### src/hw/arm_config.svh
`ifndef ARM_CONFIG_SVH
`define ARM_CONFIG_SVH

// datapath and instruction widths
`define ARM_DATA_W 32
`define ARM_INSTR_W 32

// register file geometry
`define ARM_REG_ADDR_W 4

// r0..r14 are stored, r15 is the pc
`define ARM_NUM_REGS 15

// program counter
`define ARM_PC_STEP 4

// an r15 read sees two instructions ahead
`define ARM_PC_READ_OFFSET 8

`endif

### src/hw/arm_pkg.sv
`default_nettype none

`include "arm_config.svh"

package arm_pkg;

    typedef logic [`ARM_DATA_W-1:0] word_t;
    typedef logic [`ARM_REG_ADDR_W-1:0] reg_addr_t;

    typedef enum logic [2:0] {
        AND,
        EOR,
        SUB,
        ADD,
        ORR,
        MOV
    } alu_op_e;

    // encoding matches instruction bits 6:5
    typedef enum logic [1:0] {
        LSL = 2'b00,
        LSR = 2'b01,
        ASR = 2'b10,
        ROR = 2'b11
    } shift_e;

    // decode to execute
    typedef struct packed {
        logic      valid;
        alu_op_e   alu_op;
        logic      imm_sel;
        shift_e    shift_kind;
        logic [4:0] shamt;
        reg_addr_t rn;
        reg_addr_t rm;
        reg_addr_t rd;
        word_t     rn_val;
        word_t     rm_val;
        word_t     imm;
    } exec_op_t;

    // execute to write-back
    typedef struct packed {
        logic      valid;
        reg_addr_t rd;
        word_t     result;
    } wb_op_t;

endpackage

`default_nettype wire

### src/hw/fetch_stage.sv
`timescale 1ns/1ps
`default_nettype none

`include "arm_config.svh"

module fetch_stage (
    input  wire logic          clk,
    input  wire logic          reset,
    input  wire arm_pkg::word_t instr,
    output arm_pkg::word_t     pc,
    output arm_pkg::word_t     instr_f,
    output arm_pkg::word_t     instr_pc_f,
    output logic               fetch_valid
);

    always_ff @(posedge clk or posedge reset) begin
        if (reset) begin
            pc          <= '0;
            fetch_valid <= 1'b0;
        end else begin
            pc          <= pc + arm_pkg::word_t'(`ARM_PC_STEP);
            fetch_valid <= 1'b1;
        end
    end

    // instruction word and the address it came from
    always_ff @(posedge clk) begin
        instr_f    <= instr;
        instr_pc_f <= pc;
    end

endmodule

`default_nettype wire

### src/hw/reg_file.sv
`timescale 1ns/1ps
`default_nettype none

`include "arm_config.svh"

module reg_file (
    input  wire logic               clk,
    input  wire logic               reset,
    input  wire arm_pkg::reg_addr_t ra1,
    input  wire arm_pkg::reg_addr_t ra2,
    output arm_pkg::word_t          rd1,
    output arm_pkg::word_t          rd2,
    input  wire arm_pkg::word_t     pc_read,
    input  wire logic               we,
    input  wire arm_pkg::reg_addr_t wa,
    input  wire arm_pkg::word_t     wd
);

    localparam arm_pkg::reg_addr_t PC_IDX = arm_pkg::reg_addr_t'(`ARM_NUM_REGS);

    arm_pkg::word_t regs [`ARM_NUM_REGS];

    always_ff @(posedge clk or posedge reset) begin
        if (reset) begin
            for (int i = 0; i < `ARM_NUM_REGS; i++) begin
                regs[i] <= '0;
            end
        end else if (we && wa != PC_IDX) begin
            regs[wa] <= wd;
        end
    end

    // r15 takes priority over the write-first bypass
    assign rd1 = (ra1 == PC_IDX) ? pc_read :
                 (we && wa == ra1) ? wd : regs[ra1];
    assign rd2 = (ra2 == PC_IDX) ? pc_read :
                 (we && wa == ra2) ? wd : regs[ra2];

endmodule

`default_nettype wire

### src/hw/decode_stage.sv
`timescale 1ns/1ps
`default_nettype none

`include "arm_config.svh"

module decode_stage (
    input  wire logic              clk,
    input  wire logic              reset,
    input  wire arm_pkg::word_t    instr_f,
    input  wire arm_pkg::word_t    instr_pc_f,
    input  wire logic              fetch_valid,
    input  wire arm_pkg::wb_op_t   wb,
    output arm_pkg::exec_op_t      dec_op
);

    logic [`ARM_INSTR_W-1:0] ir;
    logic [1:0]              op;
    logic [3:0]              cmd;
    arm_pkg::reg_addr_t      rn;
    arm_pkg::reg_addr_t      rd;
    arm_pkg::reg_addr_t      rm;
    arm_pkg::word_t          rn_val;
    arm_pkg::word_t          rm_val;
    arm_pkg::word_t          pc_read;
    arm_pkg::alu_op_e        alu_op;
    logic                    cmd_ok;

    assign ir  = instr_f;
    assign op  = ir[27:26];
    assign cmd = ir[24:21];
    assign rn  = ir[19:16];
    assign rd  = ir[15:12];
    assign rm  = ir[3:0];

    assign pc_read = instr_pc_f + arm_pkg::word_t'(`ARM_PC_READ_OFFSET);

    ////////////////////////////////////////////////////////////////////
    // command decode
    always_comb begin
        cmd_ok = 1'b1;
        alu_op = arm_pkg::AND;
        case (cmd)
            4'b0000: alu_op = arm_pkg::AND;
            4'b0001: alu_op = arm_pkg::EOR;
            4'b0010: alu_op = arm_pkg::SUB;
            4'b0100: alu_op = arm_pkg::ADD;
            4'b1100: alu_op = arm_pkg::ORR;
            4'b1101: alu_op = arm_pkg::MOV;
            default: cmd_ok = 1'b0;
        endcase
    end

    reg_file u_reg_file (
        .clk     (clk),
        .reset   (reset),
        .ra1     (rn),
        .ra2     (rm),
        .rd1     (rn_val),
        .rd2     (rm_val),
        .pc_read (pc_read),
        .we      (wb.valid),
        .wa      (wb.rd),
        .wd      (wb.result)
    );

    // rd of 15 would be a pc write, not supported
    always_comb begin
        dec_op.valid      = fetch_valid && (op == 2'b00) && cmd_ok && (rd != 4'd15);
        dec_op.alu_op     = alu_op;
        dec_op.imm_sel    = ir[25];
        dec_op.shift_kind = arm_pkg::shift_e'(ir[6:5]);
        dec_op.shamt      = ir[11:7];
        dec_op.rn         = rn;
        dec_op.rm         = rm;
        dec_op.rd         = rd;
        dec_op.rn_val     = rn_val;
        dec_op.rm_val     = rm_val;
        dec_op.imm        = {{(`ARM_DATA_W-8){1'b0}}, ir[7:0]};
    end

endmodule

`default_nettype wire

### src/hw/pipe_reg.sv
`timescale 1ns/1ps
`default_nettype none

// one pipeline stage, the payload carries its own valid bit
module pipe_reg #(
    parameter type item_t = logic
) (
    input  wire logic  clk,
    input  wire logic  reset,
    input  wire item_t d,
    output item_t      q
);

    // all zeros also drops the valid bit
    always_ff @(posedge clk or posedge reset) begin
        if (reset) begin
            q <= '0;
        end else begin
            q <= d;
        end
    end

endmodule

`default_nettype wire

### src/hw/barrel_shifter.sv
`timescale 1ns/1ps
`default_nettype none

module barrel_shifter (
    input  wire arm_pkg::word_t  value,
    input  wire arm_pkg::shift_e kind,
    input  wire logic [4:0]      amount,
    output arm_pkg::word_t       shifted
);

    logic [63:0] doubled;

    // rotate via a doubled word, low half is the result
    assign doubled = {value, value} >> amount;

    // amount 0 falls out as a pass-through for every kind
    always_comb begin
        case (kind)
            arm_pkg::LSL: shifted = value << amount;
            arm_pkg::LSR: shifted = value >> amount;
            arm_pkg::ASR: shifted = arm_pkg::word_t'($signed(value) >>> amount);
            arm_pkg::ROR: shifted = doubled[31:0];
            default:      shifted = value;
        endcase
    end

endmodule

`default_nettype wire

### src/hw/alu.sv
`timescale 1ns/1ps
`default_nettype none

module alu (
    input  wire arm_pkg::alu_op_e op,
    input  wire arm_pkg::word_t   a,
    input  wire arm_pkg::word_t   b,
    output arm_pkg::word_t        result
);

    // add and sub wrap mod 2^32, no flags kept
    always_comb begin
        case (op)
            arm_pkg::AND: result = a & b;
            arm_pkg::EOR: result = a ^ b;
            arm_pkg::SUB: result = a - b;
            arm_pkg::ADD: result = a + b;
            arm_pkg::ORR: result = a | b;
            // mov ignores rn
            arm_pkg::MOV: result = b;
            default:      result = '0;
        endcase
    end

endmodule

`default_nettype wire

### src/hw/execute_stage.sv
`timescale 1ns/1ps
`default_nettype none

module execute_stage (
    input  wire arm_pkg::exec_op_t ex_op,
    input  wire arm_pkg::wb_op_t   wb,
    output arm_pkg::wb_op_t        ex_result
);

    arm_pkg::word_t rn_fwd;
    arm_pkg::word_t rm_fwd;
    arm_pkg::word_t rm_shifted;
    arm_pkg::word_t op2;
    arm_pkg::word_t alu_result;

    ////////////////////////////////////////////////////////////////////
    // forwarding from write-back
    // a valid wb item never has rd 15, so r15 reads are left alone
    assign rn_fwd = (wb.valid && wb.rd == ex_op.rn) ? wb.result : ex_op.rn_val;
    assign rm_fwd = (wb.valid && wb.rd == ex_op.rm) ? wb.result : ex_op.rm_val;

    barrel_shifter u_shifter (
        .value   (rm_fwd),
        .kind    (ex_op.shift_kind),
        .amount  (ex_op.shamt),
        .shifted (rm_shifted)
    );

    // operand 2
    assign op2 = ex_op.imm_sel ? ex_op.imm : rm_shifted;

    alu u_alu (
        .op     (ex_op.alu_op),
        .a      (rn_fwd),
        .b      (op2),
        .result (alu_result)
    );

    always_comb begin
        ex_result.valid  = ex_op.valid;
        ex_result.rd     = ex_op.rd;
        ex_result.result = alu_result;
    end

endmodule

`default_nettype wire

### src/hw/arm_core.sv
`timescale 1ns/1ps
`default_nettype none

module arm_core (
    input  wire logic           clk,
    input  wire logic           reset,
    input  wire arm_pkg::word_t instr,
    output arm_pkg::word_t      pc,
    output logic                wb_valid,
    output arm_pkg::reg_addr_t  wb_reg,
    output arm_pkg::word_t      wb_data
);

    arm_pkg::word_t    instr_f;
    arm_pkg::word_t    instr_pc_f;
    logic              fetch_valid;
    arm_pkg::exec_op_t dec_op;
    arm_pkg::exec_op_t ex_op;
    arm_pkg::wb_op_t   ex_result;
    arm_pkg::wb_op_t   wb_op;

    ////////////////////////////////////////////////////////////////////
    // fetch and decode
    fetch_stage u_fetch (
        .clk         (clk),
        .reset       (reset),
        .instr       (instr),
        .pc          (pc),
        .instr_f     (instr_f),
        .instr_pc_f  (instr_pc_f),
        .fetch_valid (fetch_valid)
    );

    decode_stage u_decode (
        .clk         (clk),
        .reset       (reset),
        .instr_f     (instr_f),
        .instr_pc_f  (instr_pc_f),
        .fetch_valid (fetch_valid),
        .wb          (wb_op),
        .dec_op      (dec_op)
    );

    ////////////////////////////////////////////////////////////////////
    // execute and write-back
    pipe_reg #(.item_t(arm_pkg::exec_op_t)) u_ex_reg (
        .clk   (clk),
        .reset (reset),
        .d     (dec_op),
        .q     (ex_op)
    );

    execute_stage u_execute (
        .ex_op     (ex_op),
        .wb        (wb_op),
        .ex_result (ex_result)
    );

    pipe_reg #(.item_t(arm_pkg::wb_op_t)) u_wb_reg (
        .clk   (clk),
        .reset (reset),
        .d     (ex_result),
        .q     (wb_op)
    );

    // retired write
    assign wb_valid = wb_op.valid;
    assign wb_reg   = wb_op.rd;
    assign wb_data  = wb_op.result;

endmodule

`default_nettype wire

### config.mk
export PLATFORM = sky130hd
export DESIGN_NAME = arm_core
export DESIGN_NICKNAME = d
export VERILOG_FILES = /design/src/hw/arm_pkg.sv /design/src/hw/fetch_stage.sv /design/src/hw/reg_file.sv /design/src/hw/decode_stage.sv /design/src/hw/pipe_reg.sv /design/src/hw/barrel_shifter.sv /design/src/hw/alu.sv /design/src/hw/execute_stage.sv /design/src/hw/arm_core.sv
export VERILOG_INCLUDE_DIRS = /design/src /design/src/hw
export SDC_FILE = /design/constraint.sdc
export NUM_CORES = 2
export LEC_CHECK = 0
export ABC_AREA = 1
export CAP_MARGIN = 20
export CELL_PAD_IN_SITES_DETAIL_PLACEMENT = 1
export CELL_PAD_IN_SITES_GLOBAL_PLACEMENT = 2
export CORE_MARGIN = 1
export CORE_UTILIZATION = 38
export CTS_BUF_LIST = sky130_fd_sc_hd__clkbuf_8 sky130_fd_sc_hd__clkbuf_16
export DETAILED_ROUTE_END_ITERATION = 10
export DONT_BUFFER_PORTS = 1
export PLACE_DENSITY_LB_ADDON = 0.2
export SLEW_MARGIN = 15
export SYNTH_ARGS = -nofsm -noshare
export SYNTH_HDL_FRONTEND = slang
export SYNTH_SLANG_ARGS = --single-unit
### constraint.sdc
create_clock -name clk -period 27.1 [get_ports clk]
set_clock_uncertainty 0.2 [all_clocks]
set_input_delay 5.42 -clock clk [delete_from_list [all_inputs] [get_ports clk]]
set_output_delay 5.42 -clock clk [all_outputs]
set_load 0.03 [all_outputs]
[After elaboration in Yosys (flattened, before gate mapping)]
Index checks and enable logic that the tools add are counted.
Cells by class
  $lt $le $gt $ge: 4
  shift-type cells: 4
  $add $sub $neg: 4
  equality and inequality tests: 21
  reduce and logical (&&, ||, !) cells: 14
  muxes and demuxes: 20
  bitwise operators: 6
Operators by type and width (number)
  480-bit bitwise mux: 1
  32-bit 2-to-1 mux: 12
  32-bit binary-select mux with 4-bit select: 2
  32-bit one-hot mux with 6 select lines: 1
  32-bit demux with 4-bit select: 1
  32-bit one-hot mux with 4 select lines: 1
  64-bit by 5-bit >> shifter with 32-bit output: 1
  32-bit by 3-bit adder with 32-bit output (second input constant): 1
  32-bit adder: 1
  32-bit by 4-bit adder with 32-bit output (second input constant): 1
  32-bit AND: 1
  32-bit OR: 1
  32-bit by 5-bit << shifter with 32-bit output: 1
  32-bit by 5-bit >> shifter with 32-bit output: 1
  32-bit by 5-bit >>> shifter with 32-bit output: 1
  32-bit subtractor: 1
  32-bit bitwise XOR: 1
  4-bit == test: 4
  4-bit == test (second input constant): 4
  5-bit >= comparator (second input constant): 3
  4-bit NOT with 5-bit output: 3
  3-bit one-hot mux with 5 select lines: 1
  1-bit logical AND: 9
  4-bit != test (second input constant): 2
  other kinds (14): 18
Word-level totals
  bits of input ports: 34
  output and inout port bits: 69
  bits in registers: 706
  word-level logic and storage cells: 106

[Longest topological paths before layout]
  word-level depth: 8
  mapped depth: 47
  mapped depth without buffers: 45

[By module]
Synthesis repeated with hierarchy kept, for this count alone.
Second synthesis, totals
  cell total of the unflattened synthesis: 7272
  area, all modules: 47790.8 um^2
By module, submodules not included
  reg_file: cells an instance 4491, sequential area each 12011.5 um^2, instances 1, area an instance 28621.2 um^2
  alu: cells an instance 952, sequential area each 0.0 um^2, instances 1, area an instance 5222.5 um^2
  barrel_shifter: cells an instance 867, sequential area each 0.0 um^2, instances 1, area an instance 4157.7 um^2
  pipe_reg at u_ex_reg: cells an instance 121, sequential area each 3002.9 um^2, instances 1, area an instance 3006.6 um^2
  fetch_stage: cells an instance 271, sequential area each 2016.9 um^2, instances 1, area an instance 2889.0 um^2
  execute_stage: cells an instance 299, sequential area each 0.0 um^2, instances 1, area an instance 1692.9 um^2
  decode_stage: cells an instance 233, sequential area each 0.0 um^2, instances 1, area an instance 1271.2 um^2
  pipe_reg at u_wb_reg: cells an instance 38, sequential area each 925.9 um^2, instances 1, area an instance 929.6 um^2

[Worst setup path before layout]
Ideal clock, no wire load.
  path kind: register -> output
  start: register u_fetch.pc[17]
  end: output pc[17]
  required time: 21.480 ns
  setup slack: 20.904 ns
  cell stages (with the launch flop): 1
  buffers on the path: 0
  arrival time: 0.576 ns
  cells stage by stage: dfrtp_1
RTL lines
  start: declaration: line fetch_stage.sv:10  | output arm_pkg::word_t pc,
  start signal: assignment: line fetch_stage.sv:21  | pc <= pc + arm_pkg::word_t'(`ARM_PC_STEP);
  end: declaration: line arm_core.sv:8  | output arm_pkg::word_t pc,
No word-level cell between the ends.

==> results.yml <==
run_status:
  status: "completed"
flow_run:
  maxCapViolCount: 0
sta:
  fmax_mhz: 118.4
  hold_slack_ns: 0.1274
  finalWorstSetupSlack_ns: 18.66
  tightest_slew_ns: 1.180
  hold_viol: 0
  period_needed_ns: 8.443
  slew_viol_final: 0
  finalCritPeriodShare: 0.3116
  finalSetupViolCount: 0
  max_slew_margin: 0.2049
  setup_tns_ns: 0
  rsz0062_at_grt: "false"
logic_synthesis:
  syn_area_sq_um: 41670
  synth_compound_area_frac: 0.2370
  ys_ff_latch: 694
  synth-simple-area-share: 0.2226
  synthCells: 5671
  synthTopCellsByCount: "nand2_1, o21ai_0, dfrtp_1"
  synth-xor-area-share: 0.01492
  yosys_most_used_dff: "dfrtp_1"
  netlist.area_leader.share: 0.3825
  async_flop_share: 0.9179
  synthMostInstantiatedCell: "nand2_1"
  synthAdderAreaFrac: 0.02750
  synth_cell_type_count: 63
  synth.largest_area_cell: "dfrtp_1"
  synthTopCellsByArea: "dfrtp_1, o21ai_0, nand2_1, nand3_1, inv_1"
  synth_top_family_by_area: "compound AO/OA/AOI/OAI gates"
  synth_edf_count: 0
  yosys_warnings: 0
  ys_seq_area_frac: 0.4099
  synthMuxAreaShare: 0
  syn_area_per_cell_sq_um: 7.348
pwr:
  leakagePower_nw: 19.88
  vdd_drop_max_v: 0.00004983
  p_per_area_nw_per_um2: 63.53
drt:
  postRouteAntennaNets: 0
  viasPerCell: 6.124
  drtIter0Drc: 4219
  drcViolationCount: 0
  avgRoutedWirePerCell_um: 28.23
  vias: 42500
  drtPass1Iterations: 5
  wl_mm: 195.9
clock_tree:
  clock_path_buffers: 3
  root_buffer: "clkbuf_16"
  cts_resized: 0
  cts_setup_buffers: 0
  holdBufCountCts: 0
  cts.htree.levels: 3
  clk_latency_ns: 0.70
  cts_tree: "yes"
  cts_sinks: 694
  path_clk_slew_ns: 0.06
  cts_buffers: 83
placed_design:
  port_buffers: 0
  dp_slack_ns: 18.18
  dpl-instance-area_sq_um: 42860
  gp_congestion: 0.9648
  place_hpwl_mm: 127.3
  dpl.cell_count: 6780
cells_and_area:
  fin_nets: 5578
  final_cells: 6939
  area.growth.synth_to_final_pct: 10.07
  drive_above_1_share: 0.07010
  finish.instance_area_sq_um: 45870
worst_setup_path:
  worstPathMaxFanout: 34
  cpMaxStageDelayCell: "dfrtp_1"
  critPathLaunchType: "flip-flop"
  critical_path.endpoint_type: "flip-flop"
  cp.required_ns: 27.45
  worst-endpoint-arrival_ns: 8.79
  crit_type: "flip-flop to flip-flop"
  cp_common_cell: "nand2_1"
  slowest_delay_ns: 0.90
global_routing:
  met1_usage: 0.4795
  met2_usage: 0.5271
  grt_pass1_wl_mm: 287.8
  grt-busiest-layer: "met2"
  grt_util_met3: 0.06204
  grt_remaining_overflow: 0
  grt_pass1_vias: 41960
  track_usage: 0.3493
  antenna_found_initial: 9
  grt_max_degree: 157
hold_path:
  hold_class: "flip-flop to flip-flop"
floorplanning:
  boundaryPins: 103
  fp.dieH_um: 333.2
  coreArea_sq_um: 108900
  dieWidth_um: 333.2
  dieArea_sq_um: 111000
  start_util: 0.3828
  rows: 121
[kinds of logic (layout without fill, tap and decap cells)]
kind of cell	Yosys count	count (layout)
simple gates	2159	2159
buf+inv	949	798
other cells	2	7
compound gates	1705	1705
xor+xnor	71	71
fa+ha+maj	91	91
flops	694	694
[path summary, 6_finish.rpt]
path / startpoint / endpoint / slack, ns / depth (start not counted)
hold reg to reg: u_fetch.instr_f[11]$_DFF_P_ / u_ex_reg.q[112]$_DFF_PP0_ / 0.13 / 0
min in group asynchronous: reset / u_decode.u_reg_file.regs[193]$_DFFE_PP0P_ / 4.57 / 1
setup reg to reg: u_wb_reg.q[34]$_DFF_PP0_ / u_wb_reg.q[30]$_DFF_PP0_ / 18.66 / 43
max in group asynchronous: reset / u_ex_reg.q[110]$_DFF_PP0_ / 19.01 / 4
setup / recovery: u_wb_reg.q[34]$_DFF_PP0_ / u_wb_reg.q[30]$_DFF_PP0_ / 18.66 / 43
hold / removal: u_fetch.instr_f[11]$_DFF_P_ / u_ex_reg.q[112]$_DFF_PP0_ / 0.13 / 0
[per-stage QoR]
step                total power [mW]  utilization
CTS                            2.918       0.4210
global placement               1.680       0.3936
finish                         2.914       0.4214
detailed placement             1.691       0.3937
global route                   3.011       0.4213
floorplan                      1.474            -
[flip-flops by register name, summed over array words and instances, names as in the netlist]
register	cells
u_fetch.instr_f	27
u_wb_reg.q	37
u_fetch.pc	30
u_fetch.fetch_valid	1
u_decode.u_reg_file.regs	480
u_fetch.instr_pc_f	30
u_ex_reg.q	89
[where the power goes]
group          switching, mW  total [mW]  internal, mW  leakage, nW
sequential            0.0584        1.14          1.08         9.16
clock                  0.503        1.23         0.724         1.52
combinational          0.412       0.548         0.136         9.20
[critical path, delay by kind of cell (launching register included)]
family          cells  cell delay, ns
fa+ha+maj           2            0.68
compound gates      7            1.59
buf+inv             4            0.59
flops               1            0.90
simple gates       30            4.33
[cells in the final DEF (no fill, tap or decap), types with 29 or more instances in the layout]
cell type and count:
clkbuf_16 85, nand3_1 527, nand2_2 36, dfxtp_1 49
nand4_1 66, o22ai_1 37, a21oi_1 329, a221oi_1 60
nand2_1 1200, nor3_1 29, ha_1 90, o221ai_1 106
o21ai_0 943, xor2_1 56, a22oi_1 31, buf_4 118
o2111ai_1 71, dfrtp_1 634, nor2_1 234, inv_1 506
o211ai_1 68
[per-layer routing]
metal  vias to the layer above  routed length, um
li1                      19000                  -
met1                     21330              85230
met2                      1728              84170
met3                       434              15510
met4                         6              10960
met5                         -                 35
[layout make-up]
cell class,count,area [sq um]
Tap cell,1414,1769
Clock buffer,104,2389
Fill cell,13380,62990
Antenna cell,4,10.01
Timing Repair Buffer,123,980.9
Clock inverter,49,574.3
Sequential cell,694,17100
Inverter,522,1983
Multi-Input combinational cell,4029,21060
(Power assumes the default switching activity.)
